File: src/softmax_pkg.sv
// Softmax fixed-point constants, element and sum types, pass enumeration, exp and ln functions
package softmax_pkg;

    localparam int FRAC_BITS = 16;
    localparam int ELEM_W    = 32;
    localparam int SUM_W     = ELEM_W + 16;   // Headroom for the exp sum

    typedef logic signed [ELEM_W-1:0] elem_t;  // Q16.16
    typedef logic [SUM_W-1:0]         sum_t;

    localparam elem_t ONE_Q   = 32'sh0001_0000;
    localparam elem_t LOG2E_Q = 32'sh0001_7154;  // ~1.442695
    localparam elem_t LN2_Q   = 32'sh0000_b172;  // ~0.693147

    typedef enum logic [2:0] {
        IDLE,
        LOAD,
        SUM,
        LN,
        OUT,
        DONE
    } pass_t;

    // exp(x) as 2^t, t = x*log2(e) split into integer n and fraction f
    function automatic elem_t exp_q(input elem_t x);
        logic signed [2*ELEM_W-1:0] prod;
        logic signed [2*ELEM_W-1:0] t;
        logic signed [2*ELEM_W-1:0] n;
        logic signed [2*ELEM_W-1:0] neg_n;
        logic [ELEM_W-1:0]          mant;
        prod  = x * LOG2E_Q;
        t     = prod >>> FRAC_BITS;
        n     = t >>> FRAC_BITS;                // Floor
        neg_n = -n;
        mant  = ONE_Q + {{(ELEM_W-FRAC_BITS){1'b0}}, t[FRAC_BITS-1:0]};  // 1 + f
        if (neg_n >= ELEM_W) begin
            exp_q = '0;                         // Underflow
        end else if (n >= 0) begin
            exp_q = elem_t'(mant << n[$clog2(ELEM_W)-1:0]);
        end else begin
            exp_q = elem_t'(mant >> neg_n[$clog2(ELEM_W)-1:0]);
        end
    endfunction

    // ln(s) = (log2 s) * ln 2, with log2 from leading-one position and mantissa
    function automatic elem_t ln_q(input sum_t s);
        int                         k;
        sum_t                       norm;
        elem_t                      lg;
        logic signed [2*ELEM_W-1:0] prod;
        k = 0;
        for (int i = 0; i < SUM_W; i++) begin
            if (s[i]) begin
                k = i;
            end
        end
        // Leading one moved to bit FRAC_BITS, bits below it become the fraction
        if (k >= FRAC_BITS) begin
            norm = s >> (k - FRAC_BITS);
        end else begin
            norm = s << (FRAC_BITS - k);
        end
        lg   = elem_t'(k - FRAC_BITS) <<< FRAC_BITS;
        lg   = lg + elem_t'({{(ELEM_W-FRAC_BITS){1'b0}}, norm[FRAC_BITS-1:0]});
        prod = lg * LN2_Q;
        ln_q = elem_t'(prod >>> FRAC_BITS);
    endfunction

endpackage

File: src/tile_stream_if.sv
// Lane-input and lane-result tile bundle with controller, lane and drain modports
`timescale 1ns/1ns

interface tile_stream_if
    import softmax_pkg::*;
#(
    parameter int TILE_SIZE = 8
);
    // Controller side, slot 0 holds element 0
    elem_t arg [TILE_SIZE];
    logic  arg_valid;
    pass_t arg_pass;                // SUM or OUT

    // Lane results, one cycle behind arg
    elem_t res [TILE_SIZE];
    logic  res_valid;               // Delayed arg_valid, driven by lane 0
    pass_t res_pass;                // Delayed arg_pass, driven by lane 0

    modport source (
        output arg, arg_valid, arg_pass
    );

    modport lane (
        input  arg, arg_valid, arg_pass,
        output res, res_valid, res_pass
    );

    modport sink (
        input res, res_valid, res_pass
    );

endinterface

File: src/softmax_ctrl.sv
// Softmax pass FSM, tile buffer, running max tracking and lane-input forming
`timescale 1ns/1ns

module softmax_ctrl
    import softmax_pkg::*;
#(
    parameter int TILE_SIZE      = 8,
    parameter int TOTAL_ELEMENTS = 64
) (
    input  logic                        clk,
    input  logic                        rst_n,
    input  logic                        start,
    input  logic [TILE_SIZE*ELEM_W-1:0] x_tile,
    input  logic                        x_valid,
    input  logic                        ln_ready,
    input  elem_t                       ln_sum,
    input  logic                        out_done,
    tile_stream_if.source               lanes,
    output pass_t                       pass
);
    localparam int TILES  = TOTAL_ELEMENTS / TILE_SIZE;
    localparam int ADDR_W = (TILES > 1) ? $clog2(TILES) : 1;
    localparam int CNT_W  = $clog2(TILES + 1);       // Must also hold TILES
    localparam elem_t MOST_NEG = {1'b1, {(ELEM_W-1){1'b0}}};

    pass_t                       state;
    logic [CNT_W-1:0]            tile_cnt;
    logic                        last_tile;
    logic                        issue;
    logic [TILE_SIZE*ELEM_W-1:0] tile_buf [TILES];
    logic [TILE_SIZE*ELEM_W-1:0] rd_data;
    logic                        rd_valid;
    pass_t                       rd_pass;
    elem_t                       max_val;
    elem_t                       tile_max;
    elem_t                       bias;
    elem_t                       x_slot  [TILE_SIZE];
    elem_t                       rd_slot [TILE_SIZE];

    assign pass      = state;
    assign last_tile = (tile_cnt == CNT_W'(TILES - 1));
    assign issue     = (state == SUM) || (state == OUT && tile_cnt != CNT_W'(TILES));
    assign bias      = (rd_pass == OUT) ? ln_sum : '0;  // ln(sum) only in the output pass

    // Unpack tiles, element 0 sits in the top slot
    for (genvar i = 0; i < TILE_SIZE; i++) begin : g_slot
        assign x_slot[i]  = x_tile[(TILE_SIZE-1-i)*ELEM_W +: ELEM_W];
        assign rd_slot[i] = rd_data[(TILE_SIZE-1-i)*ELEM_W +: ELEM_W];
    end

    // Running max including the incoming tile
    always_comb begin
        tile_max = max_val;
        for (int i = 0; i < TILE_SIZE; i++) begin
            if (x_slot[i] > tile_max) begin
                tile_max = x_slot[i];
            end
        end
    end

    // Pass FSM
    always_ff @(posedge clk) begin
        if (!rst_n) begin
            state    <= IDLE;
            tile_cnt <= '0;
            max_val  <= MOST_NEG;
        end else begin
            case (state)
                IDLE, DONE: begin
                    if (start) begin
                        state    <= LOAD;
                        tile_cnt <= '0;
                        max_val  <= MOST_NEG;
                    end
                end
                LOAD: begin
                    if (x_valid) begin
                        max_val  <= tile_max;
                        tile_cnt <= tile_cnt + 1'b1;
                        if (last_tile) begin
                            state    <= SUM;
                            tile_cnt <= '0;
                        end
                    end
                end
                SUM: begin                      // One read per cycle
                    tile_cnt <= tile_cnt + 1'b1;
                    if (last_tile) begin
                        state    <= LN;
                        tile_cnt <= '0;
                    end
                end
                LN: begin
                    if (ln_ready) begin
                        state <= OUT;
                    end
                end
                OUT: begin
                    if (issue) begin
                        tile_cnt <= tile_cnt + 1'b1;
                    end
                    if (out_done) begin
                        state <= DONE;
                    end
                end
                default: state <= IDLE;
            endcase
        end
    end

    // Tile buffer
    always_ff @(posedge clk) begin
        if (state == LOAD && x_valid) begin
            tile_buf[tile_cnt[ADDR_W-1:0]] <= x_tile;
        end
        if (issue) begin
            rd_data <= tile_buf[tile_cnt[ADDR_W-1:0]];
        end
    end

    // Valid and pass tags follow the read through the forming stage
    always_ff @(posedge clk) begin
        if (!rst_n) begin
            rd_valid        <= 1'b0;
            rd_pass         <= IDLE;
            lanes.arg_valid <= 1'b0;
            lanes.arg_pass  <= IDLE;
        end else begin
            rd_valid        <= issue;
            rd_pass         <= state;
            lanes.arg_valid <= rd_valid;
            lanes.arg_pass  <= rd_pass;
        end
    end

    // x - max, or x - max - ln(sum) in OUT
    always_ff @(posedge clk) begin
        for (int i = 0; i < TILE_SIZE; i++) begin
            lanes.arg[i] <= rd_slot[i] - max_val - bias;
        end
    end

endmodule

File: src/flat_wrapper.sv
// flat-port wrapper written by rule: the top's interface ports become plain ports
module softmax_ctrl_flat import softmax_pkg::*;
#(
    parameter int TILE_SIZE      = 8,
    parameter int TOTAL_ELEMENTS = 64
)
  (clk, rst_n, start, x_tile, x_valid, ln_ready, ln_sum, out_done, pass, lanes_arg, lanes_arg_valid, lanes_arg_pass);
  tile_stream_if #(.TILE_SIZE(TILE_SIZE)) lanes_i ();
  input  logic clk;
  input  logic rst_n;
  input  logic start;
  input  logic [TILE_SIZE*ELEM_W-1:0] x_tile;
  input  logic x_valid;
  input  logic ln_ready;
  input  elem_t ln_sum;
  input  logic out_done;
  output pass_t pass;
  output wire logic [$bits(lanes_i.arg)-1:0] lanes_arg;
  output wire logic [$bits(lanes_i.arg_valid)-1:0] lanes_arg_valid;
  output wire logic [$bits(lanes_i.arg_pass)-1:0] lanes_arg_pass;
  assign lanes_arg = {>>{lanes_i.arg}};
  assign lanes_arg_valid = lanes_i.arg_valid;
  assign lanes_arg_pass = lanes_i.arg_pass;
  softmax_ctrl #(.TILE_SIZE(TILE_SIZE), .TOTAL_ELEMENTS(TOTAL_ELEMENTS)) u_core (.clk(clk), .rst_n(rst_n), .start(start), .x_tile(x_tile), .x_valid(x_valid), .ln_ready(ln_ready), .ln_sum(ln_sum), .out_done(out_done), .lanes(lanes_i), .pass(pass));
endmodule
File: config.mk
export PLATFORM = sky130hd
export DESIGN_NAME = softmax_ctrl_flat
export DESIGN_NICKNAME = d
export VERILOG_FILES = /design/src/softmax_pkg.sv /design/src/tile_stream_if.sv /design/src/softmax_ctrl.sv /design/src/flat_wrapper.sv
export SDC_FILE = /design/constraint.sdc
export NUM_CORES = 2
export LEC_CHECK = 0
export ABC_AREA = 1
export BUFFER_PORTS_ARGS = -buffer_cell sky130_fd_sc_hd__buf_4
export CELL_PAD_IN_SITES_DETAIL_PLACEMENT = 0
export CELL_PAD_IN_SITES_GLOBAL_PLACEMENT = 1
export CORE_MARGIN = 2
export CORE_UTILIZATION = 45
export CTS_CLUSTER_SIZE = 12
export DETAILED_ROUTE_END_ITERATION = 7
export PLACE_DENSITY = 0.72
export SLEW_MARGIN = 20
export SYNTH_ARGS = -nofsm -noshare
export SYNTH_HDL_FRONTEND = slang
export SYNTH_SLANG_ARGS = --single-unit
File: constraint.sdc
create_clock -name clk -period 44 [get_ports clk]
set_input_delay 6.6 -clock clk [delete_from_list [all_inputs] [get_ports clk]]
set_output_delay 6.6 -clock clk [all_outputs]
set_load 0.03 [all_outputs]
After elaboration in Yosys (flattened, before gate mapping)
Memory sizes are Yosys's and may differ from the RTL's. A register that Yosys moved wholly into a read port is not among the register bits.
Cells that the tools add are included.
W data, S select, Z words.
{"block": "op_classes", "add_sub_neg": 17, "n_eq_ne": 15, "n_mux": 26, "n_lt_le_gt_ge": 8, "n_reduce_logical": 10}
{"operator": "$sub A32 B32 Y32", "count": 16}
{"operator": "$mux W32", "count": 11}
{"operator": "$gt A32 B32 Y1", "count": 8}
{"operator": "$pmux W32 S2", "count": 1}
{"operator": "$mux W3", "count": 6}
{"operator": "$mux W4", "count": 4}
{"operator": "$pmux W4 S4", "count": 1}
{"operator": "$pmux W3 S5", "count": 1}
{"operator": "$eq A3 B3 Y1 const B", "count": 3}
{"operator": "$ne A2 B2 Y1 const B", "count": 4}
{"operator": "$eq A3 B2 Y1 const B", "count": 2}
{"operator": "$ne A2 B1 Y1 const B", "count": 3}
{"operator": "$reduce_and A6 Y1", "count": 1}
{"operator": "$add A4 B1 Y4 const B", "count": 1}
{"operator": "$eq A4 B3 Y1 const B", "count": 1}
{"operator": "$ne A4 B4 Y1 const B", "count": 1}
{"operator": "$reduce_and A4 Y1", "count": 1}
{"operator": "$reduce_bool A4 Y1", "count": 1}
{"operator": "$eq A3 B1 Y1 const B", "count": 1}
{"operator": "$logic_not A3 Y1", "count": 1}
{"operator": "$reduce_and A3 Y1", "count": 1}
{"operator": "$logic_and A1 B1 Y1", "count": 2}
{"operator": "$mux W1", "count": 2}
{"operator": "$reduce_bool A2 Y1", "count": 1}
{"operator": "other kinds (2)", "count": 2}
{"block": "totals", "reg_bits": 303, "output_inout_bits": 263, "memories": 1, "ramBits": 2048, "word_cells": 92, "input_bits": 294}
{"memory": "u_core.tile_buf", "depth": 8, "width": 256, "read_ports": 1, "rd_clocked_by_memory_dff": 1, "write_ports": 1, "line": "softmax_ctrl.sv:30", "rtl": "logic [TILE_SIZE*ELEM_W-1:0] tile_buf [TILES];"}

Longest topological paths before layout
{"block": "logic_depth", "depth_word": 18, "depth_mapped": 126}

Worst setup path after synthesis
No wires, ideal clock.
{"block": "synth_timing", "kind": "input-to-reg", "startpoint": "in start", "endpoint": "mem u_core.tile_buf[0][0] (netlist name) (enable)", "cell_stages": 5, "arrival_time_ns": 31.295, "path_slack_ns": 11.207, "t_required_ns": 42.502, "n_path_buf": 1, "setup_ns": 1.498, "cell_sequence": "o22ai_1 > nor2_1 > buf_1 > inv_1 > nor4_1"}
{"element": "start, declared", "line": "flat_wrapper.sv:11", "rtl": "input logic start;"}
{"element": "end, declared", "line": "softmax_ctrl.sv:30"}

Final worst setup path
{"block": "layout_timing", "startpoint": "in x_tile[255]", "endpoint": "reg u_core.max_val[10]"}
{"block": "layout_between", "elab_chain_len": 18}
{"element": "start, declared", "line": "flat_wrapper.sv:12", "rtl": "input logic [TILE_SIZE*ELEM_W-1:0] x_tile;"}
{"element": "$gt A32 B32 Y1", "line": "softmax_ctrl.sv:55", "rtl": "if (x_slot[i] > tile_max) begin"}
{"element": "$mux W32 (*)", "line": "softmax_ctrl.sv:55"}
{"element": "$gt A32 B32 Y1", "line": "softmax_ctrl.sv:55"}
{"element": "$mux W32 (*)", "line": "softmax_ctrl.sv:55"}
{"element": "$gt A32 B32 Y1", "line": "softmax_ctrl.sv:55"}
{"element": "$mux W32 (*)", "line": "softmax_ctrl.sv:55"}
{"element": "$gt A32 B32 Y1", "line": "softmax_ctrl.sv:55"}
{"element": "$mux W32 (*)", "line": "softmax_ctrl.sv:55"}
{"element": "(+2 left out)"}
{"element": "$gt A32 B32 Y1", "line": "softmax_ctrl.sv:55"}
{"element": "$mux W32 (*)", "line": "softmax_ctrl.sv:55"}
{"element": "$gt A32 B32 Y1", "line": "softmax_ctrl.sv:55"}
{"element": "$mux W32 (*)", "line": "softmax_ctrl.sv:55"}
{"element": "$gt A32 B32 Y1", "line": "softmax_ctrl.sv:55"}
{"element": "$mux W32 (*)", "line": "softmax_ctrl.sv:55"}
{"element": "$mux W32 (*)", "line": "softmax_ctrl.sv:77", "rtl": "if (x_valid) begin"}
{"element": "$pmux W32 S2 (*)", "line": "softmax_ctrl.sv:68", "rtl": "case (state)"}
{"element": "end signal, assigned", "line": "softmax_ctrl.sv:78", "rtl": "max_val <= tile_max;"}
{"element": "end, declared", "line": "softmax_ctrl.sv:34", "rtl": "elem_t max_val;"}
Mark *: on every way between the ends. The rest lies on a longest branch, timed or not. The select of a mux whose other input is x is not followed.
A chain may end at the register's enable or synchronous reset.

==> summary.txt <==
Cells and area
  • P&R area growth vs syn: 15.7%
  • Post-layout nets: slightly below 10,000
  • Fillers: 20,900
  • Layout cells sized above 1: 12.6%
  • Most common cell after layout, fill and taps aside: edfxtp_1
  • Multi-input logic area: 0.0345 mm²
  • Register area: roughly 0.075 mm²
  • Final instance count without filler cells: 12,500
  • Commonest non-fill, non-tap cells in the layout: 2,304 x edfxtp_1, 1,419 x nand2_1, 705 x buf_4

Clock tree
  • Cts bufs inserted: between 200 and 300
  • Clk_lat worst skew: 0.97 ns
  • # hold bufs at CTS: 0
  • TritonCTS Sinks: 2,607
  • Post-CTS Repair Setup Buffers: 0
  • Root Driver: clkbuf_16
  • Clock transition at path regs: 0.06 ns
  • CTS tree: done
  • Post-cts sizing count: 0
  • Max clock buf depth: 4
  • H-tree levels: 5

Timing
  • Fin crit share: 64.1%
  • Worst-Margin Slew: 1.30 ns
  • RSZ-0062 raised after global routing: false
  • Highest clock rate: 0.0355 GHz
  • WHS: 0.445 ns
  • Clock skew: 0.0693 ns
  • Setup TNS: 0 ns
  • Tmin final: approximately 28 ns
  • Slew HR: 12.9%
  • Fin. Hold Viols: 0
  • Slew Limit Fails: 0
  • Setup-failing EPs final: 0

Route
  • Via count: approximately 76,000
  • # DRC: 0
  • Routed WL: 416,000 µm
  • Antenna viol nets, final: 0
  • Initial DRC Count: 9,350
  • Iteration count of the initial detailed-routing pass: 6
  • Avg WL per Cell: 33.4 µm
  • Drt via density: slightly above 6

Global route
  • Total track usage: between 30% and 40%
  • GRT Residual Overflow: 0
  • Vias in the first global route: 71,400
  • Met3 capacity usage during global routing: 8.65%
  • Global-route track usage on met1: 42.4%
  • Met2 global-route usage: 49.6%
  • Gr busiest metal: met2
  • Initial antenna violation count: 100
  • First-pass GRT wire length: 564,000 µm
  • Largest net degree at the start of global routing: approximately 120

Critical path
  • Most used cell, CP: nand2_1
  • Worst-path maximum fanout: 64
  • Critical Path End Type: register
  • CP arrival: 28.98 ns
  • CP startpoint kind: input port
  • Critical Path RT: 44.78 ns
  • Crit path kind: in -> reg
  • Slowest stage delay, CP: 0.94 ns
  • CP max-delay cell: o21ai_0

Placed design
  • IO buf count: 556
  • Placed cell count: 11,900
  • Placed wire-length estimate: 269,000 µm
  • GPL Wtd Cong: 0.933

Synth
  • #FFs+latches synth: 2,607
  • Post-Synthesis Cells: 8,161
  • Yosys warns: 0
  • Syn Std Cell Area: 0.112 mm²
  • Synth Net Count: 9,208
  • Distinct cells, synth: 46
  • Mean Syn Cell Area: 13.7 µm²
  • Seq/Total Area, Yosys: 67.1%

Run
  • Max Cap Viol: 0

Floorplanning
  • Die area: between 0.2 and 0.3 mm²
  • Initial core utilization: 45.2%
  • DIE HEIGHT: 503 µm
  • FP Rows: 183
  • Die W: around 500 µm
  • CORE AREA: about 0.25 mm²
  • Ports: 557

Run status
  • Status: finished, final reports clean

Hold path
  • Hold Path Class: reg -> reg
flip-flops by register name, summed over array words and instances (netlist names):
signal,cells
u_core.tile_buf,2048
u_core.lanes.arg_pass,3
u_core.tile_cnt,4
u_core.rd_valid,1
u_core.max_val,32
u_core.lanes.arg_valid,1
u_core.rd_pass,3
u_core.rd_data,256
u_core.lanes.arg,256
u_core.pass,3
path summary, 6_finish.rpt:
kind / end / startpoint / slack [ns] / cells past startpoint
min: u_core.lanes.arg_pass[0] / u_core.rd_pass[0] / 0.44 / 2
max: u_core.max_val[10] / x_tile[255] / 15.80 / 84
max reg2reg: u_core.max_val[10] / u_core.max_val[23] / 20.01 / 85
min reg2reg: u_core.lanes.arg_pass[0] / u_core.rd_pass[0] / 0.44 / 2
metal layers:
| metal | vias up | share of wire, % | wire length, µm |
|---|---|---|---|
| li1 | 32300 | - | - |
| met1 | 38400 | 38 | 158000 |
| met2 | 4335 | 45 | 188000 |
| met3 | 835 | 11 | 46300 |
| met4 | 72 | 5.5 | 22800 |
| met5 | - | 0.11 | 442 |
metrics by stage:
| stage | setup slack (ns) | utilization, % | cell area, µm² |
|---|---|---|---|
| after floorplan | 11.21 | - | 112000 |
| after CTS | 16.26 | 52.2 | 130000 |
| after global routing | 14.10 | 52.3 | 130000 |
| after global placement | 15.50 | 48.7 | 121000 |
| after detailed placement | 15.34 | 48.7 | 121000 |
| final | 15.80 | 52.3 | 130000 |
critical path: cells and delay by family:
kind | cells | cell delay [ns]
buffers and inverters | 6 | 1.28
adders and majority gates | 8 | 2.93
and+or+nand+nor | 39 | 8.46
AOI/OAI and AO/OA | 30 | 9.22
xor gates and xnor gates | 1 | 0.31
synth_stat cells (all sizes together):
cell | number | share of area (%)
edfxtp | 2304 | 62
nand2 | 1431 | 4.8
ha | 505 | 5.6
a21oi | 422 | 1.9
inv | 388 | 1.3
nand4 | 343 | 1.9
o21ai | 323 | 1.4
a22oi | 306 | 2.0
dfxtp | 303 | 5.4
clkbuf | 254 | 0.85
fa | 248 | 4.4
a221oi | 227 | 1.8
xor2 | 218 | 1.7
nand3 | 191 | 0.95
a22o | 181 | 1.4
nor2 | 147 | 0.49
o211ai | 75 | 0.50
buf | 48 | 0.19
xnor2 | 48 | 0.37
and2 | 31 | 0.17
a211oi | 30 | 0.20
o21bai | 24 | 0.16
a31oi | 23 | 0.13
nor3 | 17 | 0.076
nor4 | 11 | 0.061
o221ai | 11 | 0.086
o31ai | 9 | 0.060
a21boi | 8 | 0.054
a31o | 8 | 0.062
a2111oi | 7 | 0.055
or2 | 5 | 0.028
a21o | 3 | 0.020
nor4b | 3 | 0.023
clkinv | 2 | 0.0067
o22ai | 2 | 0.011
nand3b | 1 | 0.0067
nor3b | 1 | 0.0067
o2111ai | 1 | 0.0078
o21a | 1 | 0.0067
o221a | 1 | 0.010
logic make-up (layout without fill, tap and decap cells):
group                    after synthesis  in the layout  share of synthesized area, %
flip-flops                          2607           2607                          67.1
AND/OR/NAND/NOR                     2181           2181                          8.53
AO/OA/AOI/OAI                       1662           1662                          9.92
adder cells (fa/ha/maj)              753            753                          10.1
buffers and inverters                692           1596                          2.34
XOR/XNOR                             266            266                          2.08
other                                  0             59                             0
area by class of cell:
type | instances | share of cell area (%)
diodes | 59 | 0.114
clock buffers | 419 | 6.31
clock inverters | 70 | 0.452
inverters | 390 | 1.13
multi-input cells | 4862 | 26.5
flip-flops and latches | 2607 | 58.0
well taps | 3330 | 3.21
repair buffers | 717 | 4.27
Power is not shown: default switching activity piles up to over one toggle a cycle in this logic, so the estimate is an artifact.
