<file path="src/softmax_pkg.sv">
// Softmax fixed-point constants, element and sum types, pass enumeration, exp and ln functions
package softmax_pkg;

    localparam int FRAC_BITS = 16;
    localparam int ELEM_W    = 32;
    localparam int SUM_W     = ELEM_W + 16;   // Headroom for the exp sum

    typedef logic signed [ELEM_W-1:0] elem_t;  // Q16.16
    typedef logic [SUM_W-1:0]         sum_t;

    localparam elem_t ONE_Q   = 32'sh0001_0000;
    localparam elem_t LOG2E_Q = 32'sh0001_7154;  // ~1.442695
    localparam elem_t LN2_Q   = 32'sh0000_b172;  // ~0.693147

    typedef enum logic [2:0] {
        IDLE,
        LOAD,
        SUM,
        LN,
        OUT,
        DONE
    } pass_t;

    // exp(x) as 2^t, t = x*log2(e) split into integer n and fraction f
    function automatic elem_t exp_q(input elem_t x);
        logic signed [2*ELEM_W-1:0] prod;
        logic signed [2*ELEM_W-1:0] t;
        logic signed [2*ELEM_W-1:0] n;
        logic signed [2*ELEM_W-1:0] neg_n;
        logic [ELEM_W-1:0]          mant;
        prod  = x * LOG2E_Q;
        t     = prod >>> FRAC_BITS;
        n     = t >>> FRAC_BITS;                // Floor
        neg_n = -n;
        mant  = ONE_Q + {{(ELEM_W-FRAC_BITS){1'b0}}, t[FRAC_BITS-1:0]};  // 1 + f
        if (neg_n >= ELEM_W) begin
            exp_q = '0;                         // Underflow
        end else if (n >= 0) begin
            exp_q = elem_t'(mant << n[$clog2(ELEM_W)-1:0]);
        end else begin
            exp_q = elem_t'(mant >> neg_n[$clog2(ELEM_W)-1:0]);
        end
    endfunction

    // ln(s) = (log2 s) * ln 2, with log2 from leading-one position and mantissa
    function automatic elem_t ln_q(input sum_t s);
        int                         k;
        sum_t                       norm;
        elem_t                      lg;
        logic signed [2*ELEM_W-1:0] prod;
        k = 0;
        for (int i = 0; i < SUM_W; i++) begin
            if (s[i]) begin
                k = i;
            end
        end
        // Leading one moved to bit FRAC_BITS, bits below it become the fraction
        if (k >= FRAC_BITS) begin
            norm = s >> (k - FRAC_BITS);
        end else begin
            norm = s << (FRAC_BITS - k);
        end
        lg   = elem_t'(k - FRAC_BITS) <<< FRAC_BITS;
        lg   = lg + elem_t'({{(ELEM_W-FRAC_BITS){1'b0}}, norm[FRAC_BITS-1:0]});
        prod = lg * LN2_Q;
        ln_q = elem_t'(prod >>> FRAC_BITS);
    endfunction

endpackage

</file>
<file path="src/tile_stream_if.sv">
// Lane-input and lane-result tile bundle with controller, lane and drain modports
`timescale 1ns/1ns

interface tile_stream_if
    import softmax_pkg::*;
#(
    parameter int TILE_SIZE = 8
);
    // Controller side, slot 0 holds element 0
    elem_t arg [TILE_SIZE];
    logic  arg_valid;
    pass_t arg_pass;                // SUM or OUT

    // Lane results, one cycle behind arg
    elem_t res [TILE_SIZE];
    logic  res_valid;               // Delayed arg_valid, driven by lane 0
    pass_t res_pass;                // Delayed arg_pass, driven by lane 0

    modport source (
        output arg, arg_valid, arg_pass
    );

    modport lane (
        input  arg, arg_valid, arg_pass,
        output res, res_valid, res_pass
    );

    modport sink (
        input res, res_valid, res_pass
    );

endinterface

</file>
<file path="src/softmax_drain.sv">
// Exp sum accumulation, ln of the sum, output tile register and done flag
`timescale 1ns/1ns

module softmax_drain
    import softmax_pkg::*;
#(
    parameter int TILE_SIZE      = 8,
    parameter int TOTAL_ELEMENTS = 64
) (
    input  logic                        clk,
    input  logic                        rst_n,
    input  pass_t                       pass,
    tile_stream_if.sink                 lanes,
    output logic                        ln_ready,
    output elem_t                       ln_sum,
    output logic                        out_done,
    output logic [TILE_SIZE*ELEM_W-1:0] y_tile,
    output logic                        y_valid,
    output logic                        done
);
    localparam int TILES = TOTAL_ELEMENTS / TILE_SIZE;
    localparam int CNT_W = (TILES > 1) ? $clog2(TILES) : 1;

    sum_t             acc;
    sum_t             tile_sum;
    logic [CNT_W-1:0] sum_cnt;
    logic [CNT_W-1:0] out_cnt;
    logic             sum_last;        // Final SUM tile is in acc
    logic             sum_hit;
    logic             out_hit;

    assign sum_hit = lanes.res_valid && (lanes.res_pass == SUM);
    assign out_hit = lanes.res_valid && (lanes.res_pass == OUT);

    // Exp results are never negative
    always_comb begin
        tile_sum = '0;
        for (int i = 0; i < TILE_SIZE; i++) begin
            tile_sum = tile_sum + {{(SUM_W-ELEM_W){1'b0}}, lanes.res[i]};
        end
    end

    // Sum pass
    always_ff @(posedge clk) begin
        if (!rst_n) begin
            acc      <= '0;
            sum_cnt  <= '0;
            sum_last <= 1'b0;
            ln_ready <= 1'b0;
        end else if (pass == LOAD) begin   // Fresh vector
            acc      <= '0;
            sum_cnt  <= '0;
            sum_last <= 1'b0;
            ln_ready <= 1'b0;
        end else begin
            sum_last <= 1'b0;
            if (sum_hit) begin
                acc      <= acc + tile_sum;
                sum_cnt  <= sum_cnt + 1'b1;
                sum_last <= (sum_cnt == CNT_W'(TILES - 1));
            end
            if (sum_last) begin
                ln_ready <= 1'b1;              // Held until the next LOAD
            end
        end
    end

    always_ff @(posedge clk) begin
        if (sum_last) begin
            ln_sum <= ln_q(acc);
        end
    end

    // Output pass
    always_ff @(posedge clk) begin
        if (!rst_n) begin
            y_valid  <= 1'b0;
            out_done <= 1'b0;
            out_cnt  <= '0;
            done     <= 1'b0;
        end else begin
            y_valid  <= out_hit;
            out_done <= 1'b0;
            if (pass == LOAD) begin
                out_cnt <= '0;
                done    <= 1'b0;
            end else if (out_hit) begin
                out_cnt  <= out_cnt + 1'b1;
                out_done <= (out_cnt == CNT_W'(TILES - 1));  // Pulses with the last tile
            end
            if (out_done) begin
                done <= 1'b1;
            end
        end
    end

    // Repack with element 0 in the top slot
    always_ff @(posedge clk) begin
        if (out_hit) begin
            for (int i = 0; i < TILE_SIZE; i++) begin
                y_tile[(TILE_SIZE-1-i)*ELEM_W +: ELEM_W] <= lanes.res[i];
            end
        end
    end

endmodule

</file>
<file path="src/flat_wrapper.sv">
// flat-port wrapper written by rule: the top's interface ports become plain ports
module softmax_drain_flat import softmax_pkg::*;
#(
    parameter int TILE_SIZE      = 8,
    parameter int TOTAL_ELEMENTS = 64
)
  (clk, rst_n, pass, ln_ready, ln_sum, out_done, y_tile, y_valid, done, lanes_res, lanes_res_valid, lanes_res_pass);
  tile_stream_if #(.TILE_SIZE(TILE_SIZE)) lanes_i ();
  input  logic clk;
  input  logic rst_n;
  input  pass_t pass;
  output logic ln_ready;
  output elem_t ln_sum;
  output logic out_done;
  output logic [TILE_SIZE*ELEM_W-1:0] y_tile;
  output logic y_valid;
  output logic done;
  input wire logic [$bits(lanes_i.res)-1:0] lanes_res;
  input wire logic [$bits(lanes_i.res_valid)-1:0] lanes_res_valid;
  input wire logic [$bits(lanes_i.res_pass)-1:0] lanes_res_pass;
  assign lanes_i.res = {>>{lanes_res}};
  assign lanes_i.res_valid = lanes_res_valid;
  assign lanes_i.res_pass = lanes_res_pass;
  softmax_drain #(.TILE_SIZE(TILE_SIZE), .TOTAL_ELEMENTS(TOTAL_ELEMENTS)) u_core (.clk(clk), .rst_n(rst_n), .pass(pass), .lanes(lanes_i), .ln_ready(ln_ready), .ln_sum(ln_sum), .out_done(out_done), .y_tile(y_tile), .y_valid(y_valid), .done(done));
endmodule
</file>
<file path="config.mk">
export PLATFORM = sky130hd
export DESIGN_NAME = softmax_drain_flat
export DESIGN_NICKNAME = d
export VERILOG_FILES = /design/src/softmax_pkg.sv /design/src/tile_stream_if.sv /design/src/softmax_drain.sv /design/src/flat_wrapper.sv
export SDC_FILE = /design/constraint.sdc
export NUM_CORES = 1
export LEC_CHECK = 0
export ABC_AREA = 1
export ABC_CLOCK_PERIOD_IN_PS = 34300
export BUFFER_PORTS_ARGS = -buffer_cell sky130_fd_sc_hd__buf_2
export CORE_AREA = 2 2 188 283
export CTS_BUF_LIST = sky130_fd_sc_hd__clkbuf_4 sky130_fd_sc_hd__clkbuf_8
export CTS_CLUSTER_DIAMETER = 150
export CTS_CLUSTER_SIZE = 25
export DETAILED_ROUTE_END_ITERATION = 6
export DIE_AREA = 0 0 190 285
export GPL_ROUTABILITY_DRIVEN = 0
export GPL_TIMING_DRIVEN = 0
export PLACE_DENSITY = 0.8
export SLEW_MARGIN = 20
export SYNTH_ARGS = -nofsm -noshare
export SYNTH_HDL_FRONTEND = slang
export SYNTH_SLANG_ARGS = --single-unit
</file>
<file path="constraint.sdc">
create_clock -name clk -period 34.3 [get_ports clk]
set_input_delay 0 -clock clk [delete_from_list [all_inputs] [get_ports clk]]
set_output_delay 0 -clock clk [all_outputs]
set_load 0.05 [all_outputs]
</file>
Yosys cells after proc, flatten, opt, wreduce, memory -nomap -nowiden
Index checks and enable logic that the tools add are counted.
{ "op_classes": {"add_sub_neg": 13, "multipliers": 1, "order_cmp": 1, "n_eq_ne": 5, "n_shift": 2, "muxes": 52, "bitwise": 3, "n_reduce_logical": 6} }
{ "ops": {"columns": ["op", "n"], "rows": [
  ["48-bit by 32-bit adder with 48-bit output", 6],
  ["6-bit two-way mux", 16],
  ["5-bit two-way mux", 16],
  ["48-bit adder", 1],
  ["48-bit by 32-bit << shifter with 16-bit output", 1],
  ["48-bit by 32-bit >> shifter with 16-bit output", 1],
  ["32-bit by 16-bit multiplier with 47-bit output, second input constant", 1],
  ["32-bit by 32-bit adder with 33-bit output", 1],
  ["32-bit by 17-bit adder with 32-bit output", 1],
  ["32-bit by 6-bit >= comparator with 1-bit output, second input constant", 1],
  ["16-bit two-way mux", 2],
  ["32-bit two-way mux", 1],
  ["4-bit two-way mux", 8],
  ["32-bit by 6-bit subtractor with 32-bit output, second input constant", 1],
  ["6-bit by 32-bit subtractor with 32-bit output, first input constant", 1],
  ["3-bit two-way mux", 4],
  ["3-bit == test, second input constant", 3],
  ["3-bit by 1-bit adder with 3-bit output, second input constant", 2],
  ["3-bit OR reduction", 2],
  ["2-bit two-way mux", 2],
  ["3-bit by 1-bit == test with 1-bit output, second input constant", 1],
  ["3-bit by 2-bit == test with 1-bit output, second input constant", 1],
  ["1-bit two-way mux", 3],
  ["1-bit inverter", 3],
  ["other kinds (3)", 4]
]} }
{ "totals": {"register_bits": 347} }

Longest topological paths before layout
Gate-level depths: netlist of the first run.
{ "depth": {"word_depth": 54, "ltp_mapped": 91, "ltp_nobuf": 87} }

Least setup slack after synthesis of the first run
OpenSTA, ideal clock, no wires.
{ "synth_path": {"path_kind": "input to register", "startpoint": "in lanes_res_pass[1]", "endpoint": "reg u_core.out_cnt[1]", "setup_ps": 135, "arrival_ps": 19515, "setup_slack_ps": 14650, "stages": 4, "path_buffers": 0, "cell_sequence": "nor3_1 inv_1 nand2_1 a21oi_1"} }
{ "synth_between": {"elab_chain_cells": 2} }
{ "synth_lines": {"columns": ["item", "line_no", "source"], "rows": [
  ["start, declared", "flat_wrapper.sv:20", "input wire logic [$bits(lanes_i.res_pass)-1:0] lanes_res_pass;"],
  ["3-bit == test", "softmax_drain.sv:33", "assign out_hit = lanes.res_valid && (lanes.res_pass == OUT);"],
  ["1-bit logical AND", "softmax_drain.sv:33", null],
  ["end signal, assigned", "softmax_drain.sv:88", "out_cnt <= out_cnt + 1'b1;"],
  ["end, declared", "softmax_drain.sv:27", "logic [CNT_W-1:0] out_cnt;"]
]} }
Every way passes these cells.
A chain may end at the register's enable or synchronous reset.

Worst setup path after layout of the first run
{ "layout_path": {"startpoint": "reg u_core.acc[3]", "endpoint": "reg u_core.ln_sum[31] (data pin)"} }
{ "layout_between": {"elab_chain_cells": 52} }
{ "layout_lines": {"columns": ["item", "line_no", "source"], "rows": [
  ["start, declared", "softmax_drain.sv:24", "sum_t acc;"],
  ["start signal, assigned", "softmax_drain.sv:58", "acc <= acc + tile_sum;"],
  ["2-bit two-way mux", "softmax_pkg.sv:53", "if (s[i]) begin"],
  ["3-bit two-way mux (4 in series)", "softmax_pkg.sv:53", null],
  ["4-bit two-way mux (8 in series)", "softmax_pkg.sv:53", null],
  ["5-bit two-way mux (16 in series)", "softmax_pkg.sv:53", null],
  ["6-bit two-way mux (16 in series)", "softmax_pkg.sv:53", null],
  ["32-bit two-way mux", "softmax_drain.sv:69", "if (sum_last) begin"],
  ["6-bit by 32-bit subtractor with 32-bit output / 32-bit by 6-bit subtractor with 32-bit output (equally long branches)", "softmax_pkg.sv:61, softmax_pkg.sv:59", null],
  ["48-bit by 32-bit << shifter with 16-bit output / 48-bit by 32-bit >> shifter with 16-bit output (equally long branches)", "softmax_pkg.sv:61, softmax_pkg.sv:59", null],
  ["16-bit two-way mux", "softmax_pkg.sv:58", "if (k >= FRAC_BITS) begin"],
  ["16-bit two-way mux", "softmax_drain.sv:69", null],
  ["32-bit by 17-bit adder with 32-bit output *", "softmax_pkg.sv:64", "lg = lg + elem_t'({{(ELEM_W-FRAC_BITS){1'b0}}, norm[FRAC_BITS-1:0]});"],
  ["32-bit by 16-bit multiplier with 47-bit output *", "softmax_pkg.sv:65", "prod = lg * LN2_Q;"],
  ["end signal, assigned", "softmax_drain.sv:70", "ln_sum <= ln_q(acc);"],
  ["end, declared", "softmax_drain.sv:15", "output elem_t ln_sum,"]
]} }
Mark *: on every way between the ends. The rest lies on a longest branch, timed or not. The select of a mux whose other input is x is not followed.

==> results of run 1 <==
## sequential cells by signal, indices dropped and copies added, names as in the netlist
name,cells
u_core.acc,48
u_core.done,1
u_core.ln_ready,1
u_core.ln_sum,32
u_core.out_cnt,3
u_core.out_done,1
u_core.sum_cnt,3
u_core.sum_last,1
u_core.y_tile,256
u_core.y_valid,1
## routing by layer
layer / wire (µm) / share of wire, % / track usage (%) / vias up
li1: - / - / - / 11300
met1: 30400 / 34 / 36.3 / 12000
met2: 47100 / 52 / 61.4 / 1344
met3: 7110 / 7.9 / 5.99 / 364
met4: 5580 / 6.2 / 18.1 / 2
met5: 14 / 0.016 / 0 / -
## placed cells by master (no fill, tap or decap), drive strengths merged, types with 10 or more instances in the layout
cell type	n
dlygate4sd3	262
xor2	52
o22ai	10
fa	319
nand2	397
o21a	14
nor2	199
o21ai	142
a21oi	177
clkbuf	64
nor3	13
nand3	194
a31oi	18
inv	648
ha	238
xnor2	41
dfxtp	59
nand4	13
buf	611
edfxtp	288
## synthesized netlist by cell type (6+ instances only)
cell type	n	share of area [%]
o211ai_1	8	0.21
buf_2	14	0.24
nor3_1	13	0.23
a31oi_1	17	0.37
inv_1	642	8.4
edfxtp_1	288	30
o31ai_1	7	0.18
o22ai_1	10	0.22
fa_1	319	22
xnor2_1	41	1.3
nor4_1	8	0.17
a211oi_1	6	0.16
o21ai_0	135	2.4
o21ai_1	6	0.10
clkinv_1	6	0.078
o21a_1	14	0.37
nand4_1	13	0.28
a21o_1	9	0.24
nand2_1	390	5.1
nand3_1	193	3.4
nor2_1	194	2.5
a21oi_1	175	3.1
inv_2	6	0.078
clkbuf_1	36	0.47
dfxtp_1	59	4.1
ha_1	238	10
o221ai_1	7	0.21
nand2_2	6	0.13
xor2_1	52	1.6
## critical path: cells and delay by family, from the launching register on
kind / cells / cell delay [ns]
AND/OR/NAND/NOR: 37 / 3.69
flip-flops: 1 / 0.39
adder cells (fa/ha/maj): 9 / 3.75
AO/OA/AOI/OAI: 9 / 1.88
buffers and inverters: 11 / 2.84
## through the flow
stage | std cells | instance area [µm²]
finish | 4537 | 35500
CTS | 4528 | 35500
global route | 4537 | 35500
global placement | 4207 | 32300
floorplan | 2969 | 28700
detailed placement | 4236 | 32600
## kinds of logic (layout without fill, tap and decap cells)
group / after synthesis / in the layout / share of synthesized area, %
AO/OA/AOI/OAI: 425 / 425 / 8.44
XOR/XNOR: 93 / 93 / 2.84
adder cells (fa/ha/maj): 557 / 557 / 32.6
buffers and inverters: 717 / 1594 / 9.60
flip-flops: 347 / 347 / 34.3
multiplexers: 3 / 3 / 0.105
other: 0 / 9 / 0
AND/OR/NAND/NOR: 827 / 827 / 12.1
## final cells by class
class | instances | area [µm²] | area share, %
diodes | 9 | 22.5 | 0.0634
well taps | 682 | 853 | 2.40
plain buffers | 62 | 295 | 0.831
repair buffers | 847 | 5630 | 15.8
inverters | 655 | 2460 | 6.92
multi-input cells | 1905 | 16100 | 45.4
clock inverters | 2 | 12.5 | 0.0352
clock buffers | 28 | 317 | 0.891
flip-flops and latches | 347 | 9830 | 27.7
## worst max path at each step
stage	start	end	slack (ns)	cells past startpoint
floorplan	lanes_res_pass[1]	u_core.out_cnt[1]	14.65	4
global placement	lanes_res_valid	u_core.out_cnt[1]	8.03	6
detailed placement	u_core.acc[3]	u_core.ln_sum[27]	21.85	66
CTS	u_core.acc[3]	u_core.ln_sum[27]	21.80	66
global route	u_core.acc[3]	u_core.ln_sum[24]	20.64	64
finish	u_core.acc[3]	u_core.ln_sum[31]	21.48	66
==> impl_results.md, run 1 <==
- Status: complete, but fails checks
- Failing checks: DRC
- FF+latch count, synth: 347
- CP arrival: approximately 13 ns
- Post-synthesis cell type count: 59
- Initial antenna violation count: 8
- Bufs on Longest Clock Path: 3
- Drt pass-1 iters: 7
- Worst-Margin Slew: a little over 1 ns
- DP Wirelength: 66,700 µm
- PortBufs: between 500 and 600
- Post-CTS Hold Fix Bufs: 262
- Final setup margin: 21.48 ns
- DIE HEIGHT: 285 µm
- Worst Path Max Fanout: 11
- Total GRT Usage: 33.5%
- Nets: 4,657
- CTS tree: done
- Slew HR: a little under a third
- R2R Path Start: u_core.acc[3]
- Synth async-reset ratio: 0%
- Fmax: 78.0 MHz
- Worst skew pair latency: 0.66 ns
- FF-to-FF End: u_core.ln_sum[31]
- Root Buffer: clkbuf_8
- Post-layout minimum cycle time: roughly 13 ns
- Share of the yosys chip area belonging to registers: 34.3%
- Final WL: 90,200 µm
- Max Slew Vio Count: 0
- Post-CTS sizing: 0
- Critical Path Sink Type: flip-flop
- Syn Inst Count: between 2,000 and 3,000
- Hold EP: u_core.y_tile[52]
- Crit path top cell by count: nand2_1
- H-tree depth: 1
- Largest net degree at the start of global routing: 34
- Util after Layout: between 60% and 70%
- Initial core utilization: 55.2%
- Yosys warning count: 0
- Wirelength per Cell: 19.9 µm
- RSZ-0062 raised after global routing: false
- Clock sinks: 347
- Layout cell share with drive strength beyond 1: 17.3%
- Worst Hold Class: primary input to flip-flop
- Fillers: 3,891
- CP peak stage delay: 0.66 ns
- Clk slew on worst S/H paths: 0.16 ns
- Residual DRC count: 12
- Final Hold Vio Count: 0
- Vias: about 25,000
- Setup TNS: 0 ns
- Slowest cell on crit path: clkbuf_1
- Vias in the first global route: 26,300
- DRT iter0 DRCs: 2,035
- Pre-CTS setup slack: roughly 22 ns
- Area grow syn2layout: 23.8%
- Syn_nets: 3,791
- Final Setup Violations: 0
- Worst Skew: approximately 0.046 ns
- Vias per std cell: 5.51
- Worst Reg-to-Reg Cells: 66
- First-pass GRT wire length: 140,000 µm
- CTS buffer count: 17
- Die area: 54,200 µm²
- # rows: 103
- Setup CP Type: flip-flop to flip-flop
- ANT nets after route: 0
- Mapped cell area: 28,700 µm²
- Max Cap Viol: 0
- Number of flops mapped to enable cells by yosys: 288
- I/O pin count: 557
- Post-CTS setup buffers: 0
- Fin crit share: 37.4%
- Syn_area_per_cell: 9.66 µm²
- Total gr overflow: 0
- Hold Crit Depth: 2
- Req. time, crit path: 34.71 ns
- R2r setup slk: around 21 ns
- Setup crit start kind: flip-flop
- Hold_ws: between 0.04 and 0.05 ns
- Most used flip-flop cell after synthesis: edfxtp_1
- Area of the core: slightly above 50,000 µm²
- Hold path startpoint: lanes_res[52]
- Die width: around 190 µm
Power of run 1 is not shown: default switching activity piles up to over one toggle a cycle in this logic, so the estimate is an artifact.
==> run 2: changes to the inputs <==
--- a/config.mk
+++ b/config.mk
@@ -5,18 +5,18 @@
 export SDC_FILE = /design/constraint.sdc
 export NUM_CORES = 1
 export LEC_CHECK = 0
-export ABC_AREA = 1
-export ABC_CLOCK_PERIOD_IN_PS = 34300
+export ABC_AREA = 0
+export ABC_CLOCK_PERIOD_IN_PS = 10500
 export BUFFER_PORTS_ARGS = -buffer_cell sky130_fd_sc_hd__buf_2
-export CORE_AREA = 2 2 188 283
+export CORE_AREA = 2 2 194 292
 export CTS_BUF_LIST = sky130_fd_sc_hd__clkbuf_4 sky130_fd_sc_hd__clkbuf_8
 export CTS_CLUSTER_DIAMETER = 150
 export CTS_CLUSTER_SIZE = 25
 export DETAILED_ROUTE_END_ITERATION = 6
-export DIE_AREA = 0 0 190 285
+export DIE_AREA = 0 0 196 294
 export GPL_ROUTABILITY_DRIVEN = 0
 export GPL_TIMING_DRIVEN = 0
-export PLACE_DENSITY = 0.8
+export PLACE_DENSITY = 0.79
 export SLEW_MARGIN = 20
 export SYNTH_ARGS = -nofsm -noshare
 export SYNTH_HDL_FRONTEND = slang
==> constraint.sdc (replaced) <==
create_clock -name clk -period 10.5 [get_ports clk]
set_input_delay 0 -clock clk [delete_from_list [all_inputs] [get_ports clk]]
set_output_delay 0 -clock clk [all_outputs]
set_load 0.05 [all_outputs]
==> run 2 against run 1 <==
Compared with the run above:
- the run still ends with DRC left
- cell count shrank 5.4%
- area after synthesis grew 0.77%
- first-iteration DRC count grew 3.3%
- register-to-register slack lost 21 ns
- synthesized cell count shrank 8.5%
- clock-buffer cell count is the same
- wire length grew 5.5%
- highest routed layer is now met4
- sequential share of layout area shrank 0.45 points
- design area grew 1.7%
- non-clock buffer count grew 14
- critical path depth shrank 27
- utilization shrank 2.9 points
==> impl_results.md, run 2 <==
- Status: complete, but fails checks
- Failing checks: DRC
- Finished Layout Cells: between 4,000 and 5,000
- FF+latch count, synth: 347
- Slew HR: about 40%
- Area of the core: 55,200 µm²
- Clock sinks: 347
- Yosys warning count: 0
- Vias per std cell: 5.78
- Largest cells by area after synthesis: edfxtp_1 (30%), fa_1 (22%), ha_1 (10%)
- Root Buffer: clkbuf_8
- H-tree depth: 1
- Fin crit share: 97.0%
- Largest net degree at the start of global routing: between 50 and 60
- Bufs on Longest Clock Path: 3
- Req. time, crit path: 10.94 ns
- Fmax: between 90 and 100 MHz
- First-pass GRT wire length: 146,000 µm
- ANT nets after route: 0
- CP peak stage delay: ~0.56 ns
- Die area: 57,600 µm²
- Hold path startpoint: lanes_res[5]
- Layout cell share with drive strength beyond 1: 21.1%
- Total GRT Usage: 33.0%
- Hold EP: u_core.y_tile[5]
- Final setup margin: 0.319 ns
- Nets: around 4,400
- Placed cells: 3,979
- Compound-cell area share of the yosys netlist: 11.3%
- Commonest cells after routing, fill and taps aside: buf_2 (579), inv_1 (511), fa_1 (319)
- Hold Crit Depth: 2
- Worst skew pair latency: 0.69 ns
- Simple-gate share of the synthesized area: 9.47%
- Wirelength per Cell: 22.2 µm
- # rows: around 110
- CTS tree: done
- Worst Path Max Fanout: 12
- Drt pass-1 iters: 7
- CP arrival: 10.62 ns
- Total gr overflow: 0
- Synth Area in XOR/XNOR: 2.64%
- I/O pin count: roughly 560
- FF-to-FF End: u_core.ln_sum[17]
- Synth top cells by count: inv_1 (514), fa_1 (319), edfxtp_1 (288)
- Syn_area_per_cell: 10.6 µm²
- Initial antenna violation count: 9
- Syn_nets: 3,538
- Max Cap Viol: 0
- DIE HEIGHT: 294 µm
- Hold_ws: 0.0422 ns
- R2r setup slk: 0.32 ns
- Number of flops mapped to enable cells by yosys: 288
- Share of the yosys chip area belonging to registers: 34.0%
- Post-layout minimum cycle time: 10.18 ns
- Setup TNS: 0 ns
- Post-synthesis cell type count: 103
- Mapped cell area: 28,900 µm²
- Top flop regs: u_core.y_tile: 256 flops, u_core.acc: 48 flops, u_core.ln_sum: 32 flops
- Worst Reg-to-Reg Cells: 39
- Area grow syn2layout: 24.9%
- DP Wirelength: 68,200 µm
- Final Hold Vio Count: 0
- Worst-Margin Slew: 0.901 ns
- Vias: 24,800
- Synth Area in Adders: between 30% and 40%
- Setup CP Type: flip-flop to flip-flop
- Combinational family with the most area after synthesis: adder cells
- Max Slew Vio Count: 0
- Crit path top cell by count: fa_1
- Clk slew on worst S/H paths: 0.17 ns
- Worst Hold Class: primary input to flip-flop
- DRT iter0 DRCs: 2,103
- Max FFs per register: 256
- Setup crit start kind: flip-flop
- CTS buffer count: 17
- Worst Skew: 0.0561 ns
- PortBufs: 556
- Commonest non-fill, non-tap cell in the layout: buf_2
- Initial core utilization: around 52%
- Most used flip-flop cell after synthesis: edfxtp_1
- Biggest area consumer among synthesized cells: edfxtp_1
- Slowest cell on crit path: fa_1
- Die width: 196 µm
- Reg with most FFs: u_core.y_tile
- Syn Inst Count: approximately 2,700
- Vias in the first global route: 26,700
- Final WL: between 90,000 and 100,000 µm
- R2R Path Start: u_core.acc[36]
- Critical Path Sink Type: flip-flop
- Synth top area share: between 20% and 30%
- Most frequent cell after synthesis: inv_1
- Synth async-reset ratio: 0%
- Mux share of post-synthesis cell area: 2.03%
- Residual DRC count: 1
- Final Setup Violations: 0
- Pre-CTS setup slack: -1.77 ns
-- run 2: kinds of logic after synthesis --
group                      Yosys count
buffers and inverters              608
and+or+nand+nor                    578
adders and majority gates          557
AOI/OAI and AO/OA                  482
DFF                                347
xor gates and xnor gates            87
muxes                               57
-- run 2: cell type report --
cell class                      count  area [µm²]
Multi-Input combinational cell   1761       17000
Buffer                             84         470
Clock buffer                       28         317
Antenna cell                       10        25.0
Fill cell                        4084       19000
Timing Repair Buffer              839        5650
Clock inverter                      2        12.5
Inverter                          520        1950
Tap cell                          702         878
Sequential cell                   347        9830
-- run 2: per-layer routing --
layer	global-route usage (%)	part of all wire [%]	vias to the layer above
met1	34.9	33	11900
met2	59.3	51	1559
met4	22.3	8.1	0
li1	-	-	10900
met5	0	0	-
met3	6.79	8.6	472
-- run 2: timing repair --
item,CTS,global route
endpoints found under the hold margin,262,0
hold buffers,261,0
buffers inserted,2,15
setup endpoints to repair,32,30
pin swaps,2,8
resized for setup,47,61
-- run 2: critical path: cells and delay by family (launching register included) --
family	cells	cell delay, ns
compound gates	13	3.30
fa+ha+maj	8	3.41
buf+inv	10	1.57
flops	1	0.35
simple gates	8	1.33
-- run 2: worst max-delay path by stage --
stage                               from  slack, ns                 to
after global placement     u_core.acc[5]      -1.87  u_core.ln_sum[21]
after CTS                  u_core.acc[5]       0.03  u_core.ln_sum[17]
after floorplan           u_core.acc[34]       0.72  u_core.ln_sum[17]
final                     u_core.acc[36]       0.32  u_core.ln_sum[17]
after global routing      u_core.acc[43]       -0.1  u_core.ln_sum[17]
after detailed placement   u_core.acc[5]      -1.77  u_core.ln_sum[25]
-- run 2: through the flow --
stage	instance area (µm²)	util, %
after floorplan	28900	-
after global placement	32600	59.0
after detailed placement	32700	59.3
after CTS	35800	64.9
after global routing	36100	65.5
final	36100	65.5
Power of run 2 is left out for the same reason.
